**config.mk**
```make
export PLATFORM = sky130hd
export DESIGN_NAME = frame_sum_top
export DESIGN_NICKNAME = d
export VERILOG_FILES = /design/src/verilog/frame_sum_pkg.sv /design/src/verilog/frame_sum_top.sv /design/src/verilog/frame_checksum.sv /design/src/verilog/sync_fifo.sv
export SDC_FILE = /design/constraint.sdc
export NUM_CORES = 1
export LEC_CHECK = 0
export BUFFER_PORTS_ARGS = -buffer_cell sky130_fd_sc_hd__buf_2
export CORE_AREA = 2 2 237 216
export CTS_BUF_LIST = sky130_fd_sc_hd__clkbuf_4 sky130_fd_sc_hd__clkbuf_8
export DETAILED_ROUTE_END_ITERATION = 10
export DIE_AREA = 0 0 239 218
export GPL_TIMING_DRIVEN = 0
export PLACE_DENSITY_LB_ADDON = 0.15
export SLEW_MARGIN = 5
export SYNTH_ARGS = -nofsm -noshare
export SYNTH_HDL_FRONTEND = slang
export SYNTH_HIERARCHICAL = 1
export SYNTH_SLANG_ARGS = --single-unit
export TNS_END_PERCENT = 1
```
**constraint.sdc**
```tcl
create_clock -name clk -period 7.6 [get_ports clk]
set_input_delay 0 -clock clk [delete_from_list [all_inputs] [get_ports clk]]
set_output_delay 0 -clock clk [all_outputs]
set_load 0.02 [all_outputs]
```
**src/verilog/frame_sum_pkg.sv**
```systemverilog
package frame_sum_pkg;

    localparam int BYTE_W = 8;
    localparam int LEN_W  = 16;
    localparam int SUM_W  = 16;

    // One stream byte with its end-of-frame mark.
    typedef struct packed {
        logic [BYTE_W-1:0] data;
        logic              last;    // Final byte of frame.
    } beat_t;

    // Per-frame totals in 40 bits.
    typedef struct packed {
        logic [LEN_W-1:0]  length;  // Bytes in frame.
        logic [SUM_W-1:0]  sum;     // Byte sum that wraps at 2^16.
        logic [BYTE_W-1:0] parity;  // XOR of all bytes.
    } frame_result_t;

endpackage
```
**src/verilog/frame_sum_top.sv**
```systemverilog
module frame_sum_top #(
    parameter int IN_DEPTH     = 16,
    parameter int RES_DEPTH    = 4,
    parameter int IN_AF_THRESH = 12,
    parameter int IN_AE_THRESH = 2
) (
    input  logic                              clk,
    input  logic                              rst_n,
    input  logic                              in_wr,
    input  frame_sum_pkg::beat_t              in_beat,
    output logic                              in_full,
    output logic                              in_almost_full,
    output logic [$clog2(IN_DEPTH+1)-1:0]     in_count,
    input  logic                              res_rd,
    output frame_sum_pkg::frame_result_t      res_data,
    output logic                              res_empty,
    output logic [$clog2(RES_DEPTH+1)-1:0]    res_count
);

    import frame_sum_pkg::*;

    logic          in_empty;
    logic          pop;
    beat_t         beat;
    logic          push;
    frame_result_t result;
    logic          res_almost_full;

    sync_fifo #(
        .payload_t (beat_t),
        .DEPTH     (IN_DEPTH),
        .AF_THRESH (IN_AF_THRESH),
        .AE_THRESH (IN_AE_THRESH)
    ) i_in_fifo (
        .clk          (clk),
        .rst_n        (rst_n),
        .wr_en        (in_wr),
        .wr_data      (in_beat),
        .rd_en        (pop),
        .rd_data      (beat),
        .full         (in_full),
        .empty        (in_empty),
        .almost_full  (in_almost_full),
        .almost_empty (),
        .count        (in_count)
    );

    frame_checksum i_engine (
        .clk             (clk),
        .rst_n           (rst_n),
        .in_empty        (in_empty),
        .beat            (beat),
        .pop             (pop),
        .res_almost_full (res_almost_full),
        .push            (push),
        .result          (result)
    );

    // Threshold one below depth keeps a slot for the result in flight.
    sync_fifo #(
        .payload_t (frame_result_t),
        .DEPTH     (RES_DEPTH),
        .AF_THRESH (RES_DEPTH - 1),
        .AE_THRESH (1)
    ) i_res_fifo (
        .clk          (clk),
        .rst_n        (rst_n),
        .wr_en        (push),
        .wr_data      (result),
        .rd_en        (res_rd),
        .rd_data      (res_data),
        .full         (),
        .empty        (res_empty),
        .almost_full  (res_almost_full),
        .almost_empty (),
        .count        (res_count)
    );

endmodule

```
**src/verilog/frame_checksum.sv**
```systemverilog
module frame_checksum (
    input  logic                         clk,
    input  logic                         rst_n,
    input  logic                         in_empty,
    input  frame_sum_pkg::beat_t         beat,
    output logic                         pop,
    input  logic                         res_almost_full,
    output logic                         push,
    output frame_sum_pkg::frame_result_t result
);

    import frame_sum_pkg::*;

    logic              beat_vld;    // Registered beat is fresh.
    logic              frame_end;
    logic [LEN_W-1:0]  len_acc;
    logic [SUM_W-1:0]  sum_acc;
    logic [BYTE_W-1:0] xor_acc;
    logic [LEN_W-1:0]  len_next;
    logic [SUM_W-1:0]  sum_next;
    logic [BYTE_W-1:0] xor_next;

    assign frame_end = beat_vld && beat.last;

    // No pop in the push cycle.
    // The result FIFO then holds at most one result past its threshold.
    assign pop  = !in_empty && !res_almost_full && !frame_end;
    assign push = frame_end;

    // Totals including the beat now on the FIFO output.
    always_comb begin
        len_next = len_acc + LEN_W'(1);
        sum_next = sum_acc + SUM_W'(beat.data);
        xor_next = xor_acc ^ beat.data;
    end

    always_comb begin
        result.length = len_next;
        result.sum    = sum_next;
        result.parity = xor_next;
    end

    // FIFO read data lands one cycle after the pop.
    always_ff @(posedge clk or negedge rst_n) begin
        if (!rst_n) begin
            beat_vld <= 1'b0;
        end else begin
            beat_vld <= pop;
        end
    end

    always_ff @(posedge clk or negedge rst_n) begin
        if (!rst_n) begin
            len_acc <= '0;
            sum_acc <= '0;
            xor_acc <= '0;
        end else if (beat_vld) begin
            if (beat.last) begin
                len_acc <= '0;      // Next frame starts clean.
                sum_acc <= '0;
                xor_acc <= '0;
            end else begin
                len_acc <= len_next;
                sum_acc <= sum_next;
                xor_acc <= xor_next;
            end
        end
    end

    // Room seen at the pop, and no other push landing before this one.
    a_push_room : assert property (
        @(posedge clk) disable iff (!rst_n)
        push |-> !$past(res_almost_full) && !res_almost_full
    ) else $error("frame_checksum push without room in result FIFO");

endmodule

```
**src/verilog/sync_fifo.sv**
```systemverilog
module sync_fifo #(
    parameter type payload_t = logic [7:0],
    parameter int  DEPTH     = 16,
    parameter int  AF_THRESH = 14,
    parameter int  AE_THRESH = 2
) (
    input  logic                         clk,
    input  logic                         rst_n,
    input  logic                         wr_en,
    input  payload_t                     wr_data,
    input  logic                         rd_en,
    output payload_t                     rd_data,
    output logic                         full,
    output logic                         empty,
    output logic                         almost_full,
    output logic                         almost_empty,
    output logic [$clog2(DEPTH+1)-1:0]   count
);

    localparam int PTR_W = (DEPTH > 1) ? $clog2(DEPTH) : 1;
    localparam int CNT_W = $clog2(DEPTH + 1);

    payload_t         mem [DEPTH];
    logic [PTR_W-1:0] wr_ptr;
    logic [PTR_W-1:0] rd_ptr;
    logic             do_wr;
    logic             do_rd;

    // Strobes against a full or empty queue are dropped here.
    assign do_wr = wr_en && !full;
    assign do_rd = rd_en && !empty;

    // Pointer advance with wrap for any depth.
    function automatic logic [PTR_W-1:0] ptr_inc(input logic [PTR_W-1:0] ptr);
        logic [PTR_W-1:0] nxt;
        if (ptr == PTR_W'(DEPTH - 1)) begin
            nxt = '0;
        end else begin
            nxt = ptr + PTR_W'(1);
        end
        return nxt;
    endfunction

    always_ff @(posedge clk) begin
        if (do_wr) begin
            mem[wr_ptr] <= wr_data;
        end
    end

    always_ff @(posedge clk or negedge rst_n) begin
        if (!rst_n) begin
            wr_ptr <= '0;
        end else if (do_wr) begin
            wr_ptr <= ptr_inc(wr_ptr);
        end
    end

    always_ff @(posedge clk or negedge rst_n) begin
        if (!rst_n) begin
            rd_ptr <= '0;
        end else if (do_rd) begin
            rd_ptr <= ptr_inc(rd_ptr);
        end
    end

    // Read data holds between accepted reads.
    always_ff @(posedge clk or negedge rst_n) begin
        if (!rst_n) begin
            rd_data <= '0;
        end else if (do_rd) begin
            rd_data <= mem[rd_ptr];
        end
    end

    always_ff @(posedge clk or negedge rst_n) begin
        if (!rst_n) begin
            count <= '0;
        end else begin
            case ({do_wr, do_rd})
                2'b10:   count <= count + CNT_W'(1);
                2'b01:   count <= count - CNT_W'(1);
                default: count <= count;    // Idle or both.
            endcase
        end
    end

    always_comb begin
        full         = (count == CNT_W'(DEPTH));
        empty        = (count == '0);
        almost_full  = (int'(count) >= AF_THRESH);
        almost_empty = (int'(count) <= AE_THRESH);
    end

    a_count_bound : assert property (
        @(posedge clk) disable iff (!rst_n)
        int'(count) <= DEPTH
    ) else $error("sync_fifo count above depth");

    a_full_empty : assert property (
        @(posedge clk) disable iff (!rst_n)
        !(full && empty)
    ) else $error("sync_fifo full and empty together");

endmodule

```
==> impl_metrics.prom <==
# TYPE chip_impl_metric gauge
chip_impl_metric{name="wl_met1",unit="um"} 16300
chip_impl_metric{name="minimum_setup_slack_in_the_final_design",unit="ns"} 3.59
chip_impl_metric{name="final_critical_path_share_of_the_clock_period",unit="%"} 52.7
chip_impl_metric{name="cts-root-to-sink-buffers",unit=""} 3
chip_impl_metric{name="place.port_buffers",unit=""} 63
chip_impl_info{name="worstPathCellList",value="inv_1 > buf_1 > nor2_1 > nor3_1 > o31a_1 > buf_4 > ha_1 > ha_1 > a21o_1 > a21oi_1 > mux2i_1 > xnor2_1"} 1
chip_impl_metric{name="fin_tns_setup",unit="ns"} 0
chip_impl_metric{name="headroom_to_the_max_slew_limit",unit="%"} 36.6
chip_impl_info{name="most-common-layout-cells",value="edfxtp_1 (304), dfrtp_1 (110), clkbuf_8 (81)"} 1
chip_impl_metric{name="setup_violations",unit=""} 0
chip_impl_metric{name="syn_to_final_growth",unit="%"} 16.6
chip_impl_metric{name="globalRouteOverflowTotal",unit=""} 0
chip_impl_metric{name="wl_per_cell",unit="um"} 20.4
chip_impl_info{name="cp_top_family",value="buffers and inverters"} 1
chip_impl_metric{name="fin_area",unit="um^2"} 20100
chip_impl_info{name="reg2reg_to",value="i_in_fifo/count[4]"} 1
chip_impl_info{name="final_common_cell",value="edfxtp_1"} 1
chip_impl_metric{name="grt_max_degree",unit=""} 83
chip_impl_metric{name="hold_viol_final",unit=""} 0
chip_impl_metric{name="syn_nets",unit=""} 995
chip_impl_metric{name="cp_max_fo",unit=""} 10
chip_impl_metric{name="finish.utilization",unit="%"} 40.3
chip_impl_metric{name="yosys_warnings",unit=""} 6
chip_impl_metric{name="irDropWorstVdd",unit="mV"} 0.148
chip_impl_metric{name="detail_route.drc_violations",unit=""} 0
chip_impl_info{name="worstSetupEndpointType",value="flop"} 1
chip_impl_metric{name="routed-wl-met3",unit="um"} 1330
chip_impl_metric{name="numCtsBuffers",unit=""} 73
chip_impl_metric{name="clock.fmax",unit="MHz"} 249
chip_impl_metric{name="pin_count",unit=""} 64
chip_impl_metric{name="nNetsFinal",unit=""} 1152
chip_impl_metric{name="netlist_area",unit="um^2"} 17200
chip_impl_metric{name="grt_first_pass_wirelength",unit="um"} 56700
chip_impl_info{name="root_buffer",value="clkbuf_8"} 1
chip_impl_info{name="worst-setup-path-type",value="reg -> reg"} 1
chip_impl_metric{name="count_of_vias_placed_by_the_detailed_router",unit=""} 8778
chip_impl_metric{name="tritoncts_num_sinks",unit=""} 414
chip_impl_metric{name="met2RoutedLength",unit="um"} 18700
chip_impl_info{name="top_layer",value="met4"} 1
chip_impl_metric{name="die_x",unit="um"} 239
chip_impl_metric{name="setup.reg_to_reg.worst_slack",unit="ns"} 3.59
chip_impl_metric{name="htree_num_levels",unit=""} 3
chip_impl_metric{name="ant_nets",unit=""} 0
chip_impl_metric{name="global_routing_usage_summed_across_all_routing_layers",unit="%"} 14.6
chip_impl_metric{name="hpwlAfterDp",unit="um"} 23400
chip_impl_metric{name="critical_path_buf_inv_count",unit=""} 3
chip_impl_info{name="rr_startpoint",value="i_engine/beat_vld"} 1
chip_impl_metric{name="placed_cell_area",unit="um^2"} 18500
chip_impl_metric{name="dieArea",unit="um^2"} 52100
chip_impl_info{name="launch_point_of_the_worst_hold_path",value="in_beat[2]"} 1
chip_impl_metric{name="post-place-ws",unit="ns"} 3.49
chip_impl_metric{name="timing.critical_path.slowest_cell_delay",unit="ns"} 0.64
chip_impl_metric{name="overall_power_of_the_completed_layout",unit="mW"} 8.28
chip_impl_metric{name="cap_violations",unit=""} 0
chip_impl_metric{name="cts-hold-fix-buffers",unit=""} 14
chip_impl_metric{name="grt_pass1_vias",unit=""} 9219
chip_impl_info{name="cpMaxStageDelayCell",value="nor3_1"} 1
chip_impl_metric{name="p_leak",unit="nW"} 7.40
chip_impl_metric{name="placement_rows",unit=""} 78
chip_impl_metric{name="post_cts_buffers",unit=""} 0
chip_impl_metric{name="vias_per_cell",unit=""} 4.86
chip_impl_metric{name="syn_area_per_cell",unit="um^2"} 18.1
chip_impl_info{name="hold_class",value="in -> reg"} 1
chip_impl_metric{name="grt_antenna_before_repair",unit=""} 0
chip_impl_metric{name="chipHeight",unit="um"} 218
chip_impl_metric{name="floorplan.initialDensity",unit="%"} 34.6
chip_impl_info{name="outcome",value="completed"} 1
chip_impl_metric{name="cp_data_arrival_time",unit="ns"} 4.57
chip_impl_metric{name="coreArea",unit="um^2"} 49800
chip_impl_metric{name="routabilityCongestion",unit=""} 0.715
chip_impl_metric{name="cts.reportedPaths.clkPinSlew",unit="ns"} 0.07
chip_impl_info{name="unrepaired_setup_endpoints_after_global_routing",value="no"} 1
chip_impl_info{name="tritoncts",value="done"} 1
chip_impl_metric{name="hold-path-cell-count",unit=""} 2
chip_impl_info{name="startpoint_type",value="flop"} 1
chip_impl_metric{name="reg2regPathDepth",unit=""} 12
chip_impl_metric{name="drt_iter0_markers",unit=""} 555
chip_impl_info{name="holdPathEnd",value="i_in_fifo/mem[0][2]"} 1
chip_impl_metric{name="skew",unit="ns"} 0.0270
chip_impl_metric{name="tightest_slew",unit="ns"} 0.948
chip_impl_metric{name="final.min_clock_period",unit="ns"} 4.01
chip_impl_metric{name="post_route_cells_drive_above_1_share",unit="%"} 32.6
chip_impl_metric{name="drv_slew",unit=""} 0
chip_impl_info{name="crit_path_frequent_cell",value="ha_1"} 1
chip_impl_metric{name="postRouteWirelength",unit="um"} 36900
chip_impl_metric{name="netlist_instances",unit=""} 952
chip_impl_metric{name="critical_path_required",unit="ns"} 8.16
chip_impl_metric{name="post_cts_resized",unit=""} 0
chip_impl_metric{name="drt_pass1_iterations",unit=""} 5
chip_impl_metric{name="power_density",unit="nW/um^2"} 413
chip_impl_metric{name="num_antenna_cells",unit=""} 0
chip_impl_metric{name="worst_skew_pair.late_latency",unit="ns"} 0.64
==> final cells by class <==
type	count	area, um^2
sequential	414	11900
inverter	28	105
timing repair buffer	82	579
fill	4498	29700
clock buffer	107	1310
multi-input combinational	468	4960
clock inverter	24	138
tap	640	801
buffer	42	280
==> metal layers <==
metal / global-route usage, % / vias up
met2: 25.2 / 162
met1: 18.3 / 4500
met3: 3.43 / 51
met4: 4.40 / 0
met5: 0 / -
li1: - / 4065
==> how the worst max path moves through the flow <==
stage	slack, ns	endpoint	start	cells after the start
2_1_floorplan	4.42	i_in_fifo/count[4]	i_res_fifo/count[0]	13
6_report	3.59	i_in_fifo/count[4]	i_engine/beat_vld	12
5_1_grt	3.12	i_in_fifo/count[4]	i_engine/beat_vld	12
3_3_place_gp	3.50	i_res_fifo/mem[3][16]	i_engine/beat_vld	5
3_5_place_dp	3.49	i_in_fifo/count[4]	i_engine/beat_vld	12
4_1_cts	3.47	i_in_fifo/count[4]	i_engine/beat_vld	12
==> sequential cells by signal, summed over array words and instances (netlist names) <==
register / flops
i_engine/len_acc: 16
i_res_fifo/wr_ptr: 2
i_engine/sum_acc: 16
i_res_fifo/rd_data: 40
i_res_fifo/count: 3
i_res_fifo/mem: 160
i_engine/beat_vld: 1
i_in_fifo/mem: 144
i_res_fifo/rd_ptr: 2
i_in_fifo/count: 5
i_in_fifo/wr_ptr: 4
i_engine/xor_acc: 8
i_in_fifo/rd_ptr: 4
i_in_fifo/rd_data: 9
==> power by group <==
| group | total, mW | leakage (nW) | internal, mW | switching (mW) |
|---|---|---|---|---|
| registers | 3.29 | 4.17 | 3.03 | 0.252 |
| clock network | 2.05 | 0.769 | 1.14 | 0.907 |
| logic | 2.95 | 2.46 | 1.29 | 1.65 |
| total | 8.28 | 7.40 | 5.47 | 2.81 |
==> per-stage QoR <==
step	std cells	hold slack, ns
floorplan	952	-0.296
global placement	1655	0.404
detailed placement	1660	-0.0841
CTS	1805	0.257
global route	1805	0.291
finish	1805	0.311
(Power assumes the default switching activity.)
